<file path="src/l1_cache_pkg.sv">
/*
 * shared definitions for the L1 data cache
 *   word and byte-enable types, memory-bus mode encoding
 *   lane_mask: byte enable to bit mask for partial writes
 */

package l1_cache_pkg;

    parameter int WORD_SIZE        = 32;
    parameter int BYTE_OFFSET_BITS = 2;

    typedef logic [WORD_SIZE-1:0] word_t;
    typedef logic [3:0]           byte_en_t;

    // what the memory bus is doing this cycle
    typedef enum logic [1:0] {
        MEM_IDLE,
        MEM_FILL,   // block read for a miss
        MEM_WB,     // block write of a dirty victim
        MEM_PASS    // single word, uncached
    } mem_mode_t;

    // only bytes, halves and the full word are legal; anything else is a word write
    function automatic word_t lane_mask(input byte_en_t byte_en);
        case (byte_en)
            4'b0001: lane_mask = 32'h0000_00FF;
            4'b0010: lane_mask = 32'h0000_FF00;
            4'b0100: lane_mask = 32'h00FF_0000;
            4'b1000: lane_mask = 32'hFF00_0000;
            4'b0011: lane_mask = 32'h0000_FFFF;
            4'b1100: lane_mask = 32'hFFFF_0000;
            default: lane_mask = '1;
        endcase
    endfunction

endpackage
</file>
<file path="src/l1_cache.sv">
/*
 * L1 data cache top level, direct mapped, write back
 *   geometry derived from CACHE_SIZE (bits) and BLOCK_SIZE (words)
 *   controller, tag/data array and memory-bus port
 */

`timescale 1ns/100ps

module l1_cache #(
    parameter CACHE_SIZE          = 1024,
    parameter BLOCK_SIZE          = 2,
    parameter NONCACHE_START_ADDR = 32'hF000_0000
) (
    input  logic                                    CLK,
    input  logic                                    nRST,
    input  logic                                    proc_ren,
    input  logic                                    proc_wen,
    input  l1_cache_pkg::word_t                     proc_addr,
    input  l1_cache_pkg::word_t                     proc_wdata,
    input  l1_cache_pkg::byte_en_t                  proc_byte_en,
    input  logic                                    flush,
    output l1_cache_pkg::word_t                     proc_rdata,
    output logic                                    proc_busy,
    output logic                                    flush_done,
    output logic                                    mem_ren,
    output logic                                    mem_wen,
    output l1_cache_pkg::word_t                     mem_addr,
    output l1_cache_pkg::word_t [BLOCK_SIZE-1:0]    mem_wdata,
    output logic [4*BLOCK_SIZE-1:0]                 mem_byte_en,
    input  l1_cache_pkg::word_t [BLOCK_SIZE-1:0]    mem_rdata,
    input  logic                                    mem_busy
);
    localparam N_SETS       = CACHE_SIZE / (l1_cache_pkg::WORD_SIZE * BLOCK_SIZE);
    localparam N_SET_BITS   = $clog2(N_SETS) + (N_SETS == 1);
    localparam N_BLOCK_BITS = $clog2(BLOCK_SIZE) + (BLOCK_SIZE == 1);
    localparam N_TAG_BITS   = l1_cache_pkg::WORD_SIZE - N_SET_BITS - N_BLOCK_BITS
                              - l1_cache_pkg::BYTE_OFFSET_BITS;
    localparam SET_LSB      = N_BLOCK_BITS + l1_cache_pkg::BYTE_OFFSET_BITS;

    logic [N_SET_BITS-1:0]                  flush_set, set_sel;
    logic                                   use_flush_set, write_hit, fill, invalidate;
    logic                                   latch_req, uncached, hit;
    logic                                   victim_valid, victim_dirty;
    logic [N_TAG_BITS-1:0]                  victim_tag;
    l1_cache_pkg::word_t [BLOCK_SIZE-1:0]   victim_block;
    l1_cache_pkg::word_t                    rdata_word;
    l1_cache_pkg::word_t                    pending_addr;
    l1_cache_pkg::mem_mode_t                mem_mode;

    // sweep counter during init/flush, request index otherwise
    assign set_sel = use_flush_set ? flush_set : proc_addr[SET_LSB +: N_SET_BITS];

    always_ff @(posedge CLK) begin
        if (latch_req)
            pending_addr <= proc_addr;  // miss address for the fill
    end

    cache_ctrl #(.N_SETS(N_SETS), .N_SET_BITS(N_SET_BITS)) cache_ctrl_i (
        .CLK(CLK), .nRST(nRST),
        .proc_ren(proc_ren), .proc_wen(proc_wen), .flush(flush),
        .uncached(uncached), .hit(hit),
        .victim_valid(victim_valid), .victim_dirty(victim_dirty), .mem_busy(mem_busy),
        .proc_busy(proc_busy), .flush_done(flush_done),
        .state_sel_set(flush_set), .use_flush_set(use_flush_set),
        .write_hit(write_hit), .fill(fill), .invalidate(invalidate),
        .latch_req(latch_req), .mem_mode(mem_mode)
    );

    cache_array #(
        .N_SETS(N_SETS), .BLOCK_SIZE(BLOCK_SIZE), .N_SET_BITS(N_SET_BITS),
        .N_BLOCK_BITS(N_BLOCK_BITS), .N_TAG_BITS(N_TAG_BITS)
    ) cache_array_i (
        .CLK(CLK), .nRST(nRST), .set_sel(set_sel),
        .req_tag(proc_addr[l1_cache_pkg::WORD_SIZE-1 -: N_TAG_BITS]),
        .word_sel(proc_addr[l1_cache_pkg::BYTE_OFFSET_BITS +: N_BLOCK_BITS]),
        .wdata(proc_wdata), .byte_en(proc_byte_en), .fill_block(mem_rdata),
        .write_hit(write_hit), .fill(fill), .invalidate(invalidate),
        .hit(hit), .rdata_word(rdata_word),
        .victim_valid(victim_valid), .victim_dirty(victim_dirty),
        .victim_tag(victim_tag), .victim_block(victim_block)
    );

    mem_port #(
        .BLOCK_SIZE(BLOCK_SIZE), .N_SET_BITS(N_SET_BITS), .N_BLOCK_BITS(N_BLOCK_BITS),
        .N_TAG_BITS(N_TAG_BITS), .NONCACHE_START_ADDR(NONCACHE_START_ADDR)
    ) mem_port_i (
        .mem_mode(mem_mode), .proc_addr(proc_addr), .pending_addr(pending_addr),
        .set_sel(set_sel), .proc_wdata(proc_wdata), .proc_byte_en(proc_byte_en),
        .proc_ren(proc_ren), .proc_wen(proc_wen),
        .victim_tag(victim_tag), .victim_block(victim_block),
        .cache_rdata(rdata_word), .mem_rdata(mem_rdata),
        .mem_ren(mem_ren), .mem_wen(mem_wen), .mem_addr(mem_addr),
        .mem_wdata(mem_wdata), .mem_byte_en(mem_byte_en),
        .proc_rdata(proc_rdata), .uncached(uncached)
    );

endmodule

</file>
<file path="src/mem_port.sv">
/*
 * memory-bus request builder
 *   block fill and writeback addresses, pass-through word in its block lane
 *   read data routing to the processor
 */

`timescale 1ns/100ps

module mem_port #(
    parameter BLOCK_SIZE          = 2,
    parameter N_SET_BITS          = 4,
    parameter N_BLOCK_BITS        = 1,
    parameter N_TAG_BITS          = 25,
    parameter NONCACHE_START_ADDR = 32'hF000_0000
) (
    input  l1_cache_pkg::mem_mode_t                 mem_mode,
    input  l1_cache_pkg::word_t                     proc_addr,
    input  l1_cache_pkg::word_t                     pending_addr,
    input  logic [N_SET_BITS-1:0]                   set_sel,
    input  l1_cache_pkg::word_t                     proc_wdata,
    input  l1_cache_pkg::byte_en_t                  proc_byte_en,
    input  logic                                    proc_ren,
    input  logic                                    proc_wen,
    input  logic [N_TAG_BITS-1:0]                   victim_tag,
    input  l1_cache_pkg::word_t [BLOCK_SIZE-1:0]    victim_block,
    input  l1_cache_pkg::word_t                     cache_rdata,
    input  l1_cache_pkg::word_t [BLOCK_SIZE-1:0]    mem_rdata,
    output logic                                    mem_ren,
    output logic                                    mem_wen,
    output l1_cache_pkg::word_t                     mem_addr,
    output l1_cache_pkg::word_t [BLOCK_SIZE-1:0]    mem_wdata,
    output logic [4*BLOCK_SIZE-1:0]                 mem_byte_en,
    output l1_cache_pkg::word_t                     proc_rdata,
    output logic                                    uncached
);
    localparam SET_LSB = N_BLOCK_BITS + l1_cache_pkg::BYTE_OFFSET_BITS;

    logic [N_BLOCK_BITS-1:0]    lane;
    l1_cache_pkg::word_t        mask;

    assign uncached = proc_addr >= NONCACHE_START_ADDR;
    assign lane     = proc_addr[l1_cache_pkg::BYTE_OFFSET_BITS +: N_BLOCK_BITS];
    assign mask     = l1_cache_pkg::lane_mask(proc_byte_en);

    always_comb begin
        mem_ren     = 1'b0;
        mem_wen     = 1'b0;
        mem_addr    = '0;
        mem_wdata   = '0;
        mem_byte_en = '1;   // whole block for fills and writebacks
        case (mem_mode)
            l1_cache_pkg::MEM_FILL: begin
                mem_ren  = 1'b1;
                mem_addr = {pending_addr[l1_cache_pkg::WORD_SIZE-1:SET_LSB], {SET_LSB{1'b0}}};
            end
            l1_cache_pkg::MEM_WB: begin
                mem_wen   = 1'b1;
                mem_addr  = {victim_tag, set_sel, {SET_LSB{1'b0}}};
                mem_wdata = victim_block;
            end
            l1_cache_pkg::MEM_PASS: begin
                // block-aligned address, word rides in its own lane
                mem_ren     = proc_ren;
                mem_wen     = proc_wen;
                mem_addr    = {proc_addr[l1_cache_pkg::WORD_SIZE-1:SET_LSB], {SET_LSB{1'b0}}};
                mem_byte_en = '0;
                mem_byte_en[4*lane +: 4] = {mask[24], mask[16], mask[8], mask[0]};
                mem_wdata[lane]          = proc_wdata & mask;   // unused bytes zero
            end
            default: ;
        endcase
    end

    assign proc_rdata = uncached ? mem_rdata[lane] : cache_rdata;

endmodule

</file>
<file path="src/cache_array.sv">
/*
 * tag and data storage, one frame per set
 *   asynchronous read and tag compare
 *   masked word write on hit, block write on fill, invalidate
 */

`timescale 1ns/100ps

module cache_array #(
    parameter N_SETS       = 16,
    parameter BLOCK_SIZE   = 2,
    parameter N_SET_BITS   = 4,
    parameter N_BLOCK_BITS = 1,
    parameter N_TAG_BITS   = 25
) (
    input  logic                                    CLK,
    input  logic                                    nRST,
    input  logic [N_SET_BITS-1:0]                   set_sel,
    input  logic [N_TAG_BITS-1:0]                   req_tag,
    input  logic [N_BLOCK_BITS-1:0]                 word_sel,
    input  l1_cache_pkg::word_t                     wdata,
    input  l1_cache_pkg::byte_en_t                  byte_en,
    input  l1_cache_pkg::word_t [BLOCK_SIZE-1:0]    fill_block,
    input  logic                                    write_hit,
    input  logic                                    fill,
    input  logic                                    invalidate,
    output logic                                    hit,
    output l1_cache_pkg::word_t                     rdata_word,
    output logic                                    victim_valid,
    output logic                                    victim_dirty,
    output logic [N_TAG_BITS-1:0]                   victim_tag,
    output l1_cache_pkg::word_t [BLOCK_SIZE-1:0]    victim_block
);
    logic [N_SETS-1:0]                      valid, dirty;
    logic [N_TAG_BITS-1:0]                  tag_mem [N_SETS];
    l1_cache_pkg::word_t [BLOCK_SIZE-1:0]   data_mem [N_SETS];
    l1_cache_pkg::word_t                    mask, merged;

    assign victim_valid = valid[set_sel];
    assign victim_dirty = dirty[set_sel];
    assign victim_tag   = tag_mem[set_sel];
    assign victim_block = data_mem[set_sel];
    assign rdata_word   = data_mem[set_sel][word_sel];
    assign hit          = victim_valid && (victim_tag == req_tag);

    assign mask   = l1_cache_pkg::lane_mask(byte_en);
    assign merged = (rdata_word & ~mask) | (wdata & mask);  // keep disabled lanes

    always_ff @(posedge CLK, negedge nRST) begin
        if (!nRST) begin
            valid <= '0;
            dirty <= '0;
        end else if (invalidate) begin
            valid[set_sel] <= 1'b0;
            dirty[set_sel] <= 1'b0;
        end else if (fill) begin
            valid[set_sel] <= 1'b1;
            dirty[set_sel] <= 1'b0;     // a pending store dirties it on replay
        end else if (write_hit) begin
            dirty[set_sel] <= 1'b1;
        end
    end

    always_ff @(posedge CLK) begin
        if (fill) begin
            tag_mem[set_sel]  <= req_tag;
            data_mem[set_sel] <= fill_block;
        end else if (write_hit) begin
            data_mem[set_sel][word_sel] <= merged;
        end
    end

    // invalidate is only raised by init/flush, fill only by a miss
    assert property (@(posedge CLK) disable iff (!nRST) !(invalidate && fill));

endmodule

</file>
<file path="src/cache_ctrl.sv">
/*
 * cache controller FSM
 *   init sweep, hit/miss/pass-through decision, writeback and fill
 *   flush walk with pending-flush latch
 */

`timescale 1ns/100ps

module cache_ctrl #(
    parameter N_SETS     = 16,
    parameter N_SET_BITS = 4
) (
    input  logic                    CLK,
    input  logic                    nRST,
    input  logic                    proc_ren,
    input  logic                    proc_wen,
    input  logic                    flush,
    input  logic                    uncached,
    input  logic                    hit,
    input  logic                    victim_valid,
    input  logic                    victim_dirty,
    input  logic                    mem_busy,
    output logic                    proc_busy,
    output logic                    flush_done,
    output logic [N_SET_BITS-1:0]   state_sel_set,
    output logic                    use_flush_set,
    output logic                    write_hit,
    output logic                    fill,
    output logic                    invalidate,
    output logic                    latch_req,
    output l1_cache_pkg::mem_mode_t mem_mode
);
    typedef enum logic [2:0] {
        INIT,
        HIT,
        WB,
        FETCH,
        FLUSH
    } state_t;

    state_t                 state, next_state;
    logic [N_SET_BITS-1:0]  set_cnt, next_set_cnt;
    logic                   flush_pend, next_flush_pend;
    logic                   req, last_set, victim_wb;

    assign req           = proc_ren || proc_wen;
    assign last_set      = set_cnt == N_SET_BITS'(N_SETS - 1);
    assign victim_wb     = victim_valid && victim_dirty;
    assign state_sel_set = set_cnt;
    assign use_flush_set = (state == INIT) || (state == FLUSH);

    always_ff @(posedge CLK, negedge nRST) begin
        if (!nRST) begin
            state      <= INIT;
            set_cnt    <= '0;
            flush_pend <= 1'b0;
        end else begin
            state      <= next_state;
            set_cnt    <= next_set_cnt;
            flush_pend <= next_flush_pend;
        end
    end

    // a flush seen while busy is kept until the walk starts
    always_comb begin
        next_flush_pend = flush_pend;
        if (state == FLUSH)
            next_flush_pend = 1'b0;
        else if (flush && state != HIT)
            next_flush_pend = 1'b1;
    end

    always_comb begin
        next_state   = state;
        next_set_cnt = set_cnt;
        proc_busy    = 1'b1;
        flush_done   = 1'b0;
        write_hit    = 1'b0;
        fill         = 1'b0;
        invalidate   = 1'b0;
        latch_req    = 1'b0;
        mem_mode     = l1_cache_pkg::MEM_IDLE;

        case (state)
            INIT: begin
                invalidate   = 1'b1;    // one set per cycle
                next_set_cnt = set_cnt + 1'b1;
                if (last_set) begin
                    next_set_cnt = '0;
                    next_state   = HIT;
                end
            end
            HIT: begin
                if (flush || flush_pend) begin
                    next_state = FLUSH;
                end else if (req && uncached) begin
                    mem_mode  = l1_cache_pkg::MEM_PASS;
                    proc_busy = mem_busy;
                end else if (req && hit) begin
                    proc_busy = 1'b0;
                    write_hit = proc_wen;
                end else if (req) begin
                    latch_req  = 1'b1;
                    next_state = victim_wb ? WB : FETCH;
                end
            end
            WB: begin
                mem_mode = l1_cache_pkg::MEM_WB;
                if (!mem_busy)
                    next_state = FETCH;
            end
            FETCH: begin
                mem_mode = l1_cache_pkg::MEM_FILL;
                if (!mem_busy) begin
                    fill       = 1'b1;
                    next_state = HIT;   // access replays as a hit
                end
            end
            FLUSH: begin
                if (victim_wb)
                    mem_mode = l1_cache_pkg::MEM_WB;
                if (!victim_wb || !mem_busy) begin
                    invalidate   = 1'b1;
                    next_set_cnt = set_cnt + 1'b1;
                    if (last_set) begin
                        flush_done   = 1'b1;
                        next_set_cnt = '0;
                        next_state   = HIT;
                    end
                end
            end
            default: next_state = INIT;
        endcase
    end

    // a replayed write must not land in the same cycle as its fill
    assert property (@(posedge CLK) disable iff (!nRST) !(write_hit && fill));

    // processor never asks for a read and a write at once on the pass-through path
    assert property (@(posedge CLK) disable iff (!nRST)
        mem_mode == l1_cache_pkg::MEM_PASS |-> !(proc_ren && proc_wen));

    assert property (@(posedge CLK) !nRST |=> state == INIT);

endmodule

</file>
<file path="config.mk">
export PLATFORM = sky130hd
export DESIGN_NAME = l1_cache
export DESIGN_NICKNAME = d
export VERILOG_FILES = /design/src/l1_cache_pkg.sv /design/src/l1_cache.sv /design/src/mem_port.sv /design/src/cache_array.sv /design/src/cache_ctrl.sv
export SDC_FILE = /design/constraint.sdc
export NUM_CORES = 2
export LEC_CHECK = 0
export ABC_CLOCK_PERIOD_IN_PS = 5310
export BUFFER_PORTS_ARGS = -buffer_cell sky130_fd_sc_hd__buf_4
export CORE_MARGIN = 5
export CORE_UTILIZATION = 55
export CTS_CLUSTER_SIZE = 16
export DETAILED_ROUTE_END_ITERATION = 16
export GPL_ROUTABILITY_DRIVEN = 0
export HOLD_SLACK_MARGIN = 0.05
export PLACE_DENSITY = 0.75
export SETUP_SLACK_MARGIN = 0.3
export SLEW_MARGIN = 20
export SYNTH_ARGS = -nofsm -noshare
export SYNTH_HDL_FRONTEND = slang
export SYNTH_SLANG_ARGS = --single-unit
</file>
<file path="constraint.sdc">
create_clock -name CLK -period 5.31 [get_ports CLK]
set_input_delay 0.531 -clock CLK [delete_from_list [all_inputs] [get_ports CLK]]
set_output_delay 0.531 -clock CLK [all_outputs]
set_load 0.05 [all_outputs]
</file>
==> results.md <==
- Status: finished clean
- Top delay family on crit path: compound AO/OA/AOI/OAI gates
- Cell Chain, Critical Path: buf_4 > o21ai_1 > buf_6 > and2_4 > a211oi_1 > o21ai_0 > o2111a_2 > nand4_1 > a21o_4 > buf_6 > o21ai_0 > buf_4 > buf_4
- Clock Latency Late Sink: 0.77 ns
- Reg2reg start: cache_ctrl_i.state[0]
- CTS tree: yes
- H-tree levels: 4
- Area grow syn2layout: 18.5%
- I/O Pins: approximately 280
- Register bit total from synthesis: 1493
- Fillers: 7812
- Syn Std Cell Area: 0.0631 mm2
- Max Clk Rate: 203 MHz
- Seq/Total Area, Yosys: 70.7%
- Clock sinks: 1493
- Hold Path Class: primary input to flop
- Commonest cells after routing, fill and taps aside: edfxtp_1 (1453), nand2_1 (1315), buf_4 (461)
- Mapped Cells: a little under 5k
- TritonRoute pass-1 iters: 7
- Worst IR Drop VDD: between 0.001 and 0.0015 V
- Layout cells sized above 1: ~17%
- Hpwl dp: 105 mm
- CP Launch Type: flop
- Vert. Die Dim: 349 um
- DRT iter0 DRCs: 6077
- Maximum Capacitance Violations: 0
- Largest net degree at the start of global routing: 137
- Mapped Avg Cell Area: 13.0 um2
- Critical Path RT: 4.78 ns
- Final worst setup slack: 0.381 ns
- DR vias/cell: roughly 6.4
- Inst Count DP: 6569
- Worst rel slew slack: between 20% and 30%
- Unrepaired setup endpoints after global routing: true
- GRT Total Usage: 29.9%
- Worst Path Class, Setup: flop to output port
- Place WS: 0.407 ns
- Power per cell area: approximately 650 mW/mm2
- First-pass GRT wire length: 273 mm
- # rows: ~120
- Combinational share of power: 52.6%
- Final Cycle Share: 92.8%
- Worst-margin pin slew: 1.14 ns
- Number of antenna violations at the first check in global routing: 6
- Die width: 349 um
- CP startpoint: cache_ctrl_i.state[0]
- Grt ovf: 0
- Die ar.: about 0.12 mm2
- Core outline area: 0.114 mm2
- Part of the power in registers: roughly a quarter
- CP Data Arrival Time: 4.40 ns
- Drt drc: 0
- Switching power: 0.0220 W
- Clock skew: 0.0310 ns
- Min-delay src: proc_addr[15]
- Root Driver: clkbuf_16
- Quantity of I/O buffers inserted on ports: 272
- Cell Count, Final, Fillers Out: 6899
- CP dominant cell by count: buf_4
- Initial core utilization: 55.3%
- Routed length per instance: 27.4 um
- Max-slew violations: 0
- Critical path buffer and inverter count: 5
- Switching share of total power: 45.0%
- Fin. Hold Viols: 0
- Number of flops mapped to enable cells by yosys: 1453
- Max stage delay on crit path: 0.48 ns
- Clock power frac: 20.7%
- Yosys warnings: 0
- Post-synth top flop: edfxtp_1
- CP endpoint kind: output port
- Final wirelength: between 150 and 200 mm
- Clk pin slew, worst setup/hold paths: 0.06 ns
- Cell at the slowest stage of the critical path: dfrtp_2
- Crit-path max FO: 38
- Post-DRT Antenna Nets: 0
- Inserted Clock Buffers: 148
- Max clock buf depth: 3
- Setup-failing EPs final: 0
- DR vias: 44.4k
- Setup_tns: 0 ns
- Most common cell after layout, fill and taps aside: edfxtp_1
- Power Internal: 0.0269 W
- Leak: 27.0 nW
- Period minus WS final: roughly 4.9 ns
- NumNets Final: ~5.4k
- Vias in the first global route: 43.3k
- Ys async rst share: 2.68%
- Yosys cell types: between 70 and 80
-- registers in the layout, summed over array words and instances, names as in the netlist, named ones only --
signal,cells
cache_array_i.data_mem,1024
cache_array_i.tag_mem,400
cache_ctrl_i.flush_pend,1
cache_ctrl_i.state,3
cache_ctrl_i.state_sel_set,4
pending_addr,29
-- per-layer routing --
layer	global-route usage [%]	up-vias	part of all wire (%)
met1	40.1	21700	36
met2	47.0	3184	47
li1	-	19000	-
met5	0	-	0.0037
met4	13.8	2	4.9
met3	7.06	556	13
-- stage by stage --
stage | hold WS [ns] | utilization [%] | instance area [um2] | total power, W
6_report | 0.105 | 65.5 | 74800 | 0.0489
3_3_place_gp | 0.475 | 60.3 | 68800 | 0.0354
4_1_cts | 0.0560 | 65.1 | 74300 | 0.0477
5_1_grt | 0.0675 | 65.5 | 74800 | 0.0507
2_1_floorplan | 0.235 | - | 63100 | 0.0288
3_5_place_dp | 0.485 | 60.3 | 68900 | 0.0359
-- final timing paths --
| path | to | slack, ns | cells after the start |
|---|---|---|---|
| min reg2reg | flop | 0.49 | 1 |
| min in group asynchronous | async pin | 0.39 | 2 |
| max reg2reg | cache_array_i.data_mem[13][0] | 0.73 | 16 |
| max | mem_wdata[38] | 0.38 | 13 |
| max in group asynchronous | cache_ctrl_i.state[1] | 4.49 | 2 |
| min | cache_array_i.tag_mem[15][8] | 0.10 | 1 |
-- kinds of logic after synthesis --
group	share of synthesized area, %
xor+xnor	0.291
fa+ha+maj	0.0198
simple gates	13.0
compound gates	8.35
buf+inv	3.08
flops	70.7
other cells	0.00594
mux	4.51
-- layout make-up --
| class | instances | area, um2 | share of cell area, % |
|---|---|---|---|
| Multi-Input combinational cell | 2944 | 17400 | 23.2 |
| Timing Repair Buffer | 577 | 5830 | 7.79 |
| Tap cell | 1512 | 1890 | 2.53 |
| Antenna cell | 4 | 10.0 | 0.0134 |
| Clock buffer | 190 | 3910 | 5.23 |
| Clock inverter | 78 | 727 | 0.972 |
| Inverter | 101 | 379 | 0.507 |
| Sequential cell | 1493 | 44600 | 59.7 |
-- cell usage after synthesis, drive strengths merged (11+ instances only) --
| library cell | count | area, um2 |
|---|---|---|
| mux4 | 11 | 248 |
| a21o | 68 | 510 |
| buf | 152 | 848 |
| inv | 101 | 379 |
| xnor2 | 16 | 140 |
| a311oi | 193 | 1690 |
| and4 | 16 | 140 |
| o21ai | 94 | 470 |
| nor2 | 92 | 360 |
| nor3 | 15 | 75.1 |
| clkbuf | 190 | 713 |
| dfrtp | 40 | 1000 |
| a31oi | 71 | 450 |
| edfxtp | 1453 | 43600 |
| nand3 | 187 | 936 |
| a22oi | 12 | 90.1 |
| nand2 | 1316 | 4940 |
| mux2i | 254 | 2550 |
| a222oi | 13 | 130 |
| a32oi | 66 | 578 |
| nand4 | 13 | 81.3 |
| a21oi | 171 | 856 |
| and3 | 214 | 1340 |
-- timing repair --
item                                   in CTS  in global routing
hold buffers                                4                  0
resized for setup                          53                 36
endpoints found under the hold margin      43                  0
pin swaps                                   6                  6
setup endpoints to repair                 202                 58
setup buffers                              20                 10
cloned                                     16                  7
-- power by group through the flow --
| stage | Combinational, W | Sequential [W] | Clock, W |
|---|---|---|---|
| global route | 0.0270 | 0.0130 | 0.0107 |
| CTS | 0.0245 | 0.0130 | 0.0101 |
| global placement | 0.0222 | 0.0133 | 0 |
| detailed placement | 0.0226 | 0.0133 | 0 |
| finish | 0.0257 | 0.0131 | 0.0101 |
| floorplan | 0.0156 | 0.0133 | 0 |
(Power assumes the default switching activity.)
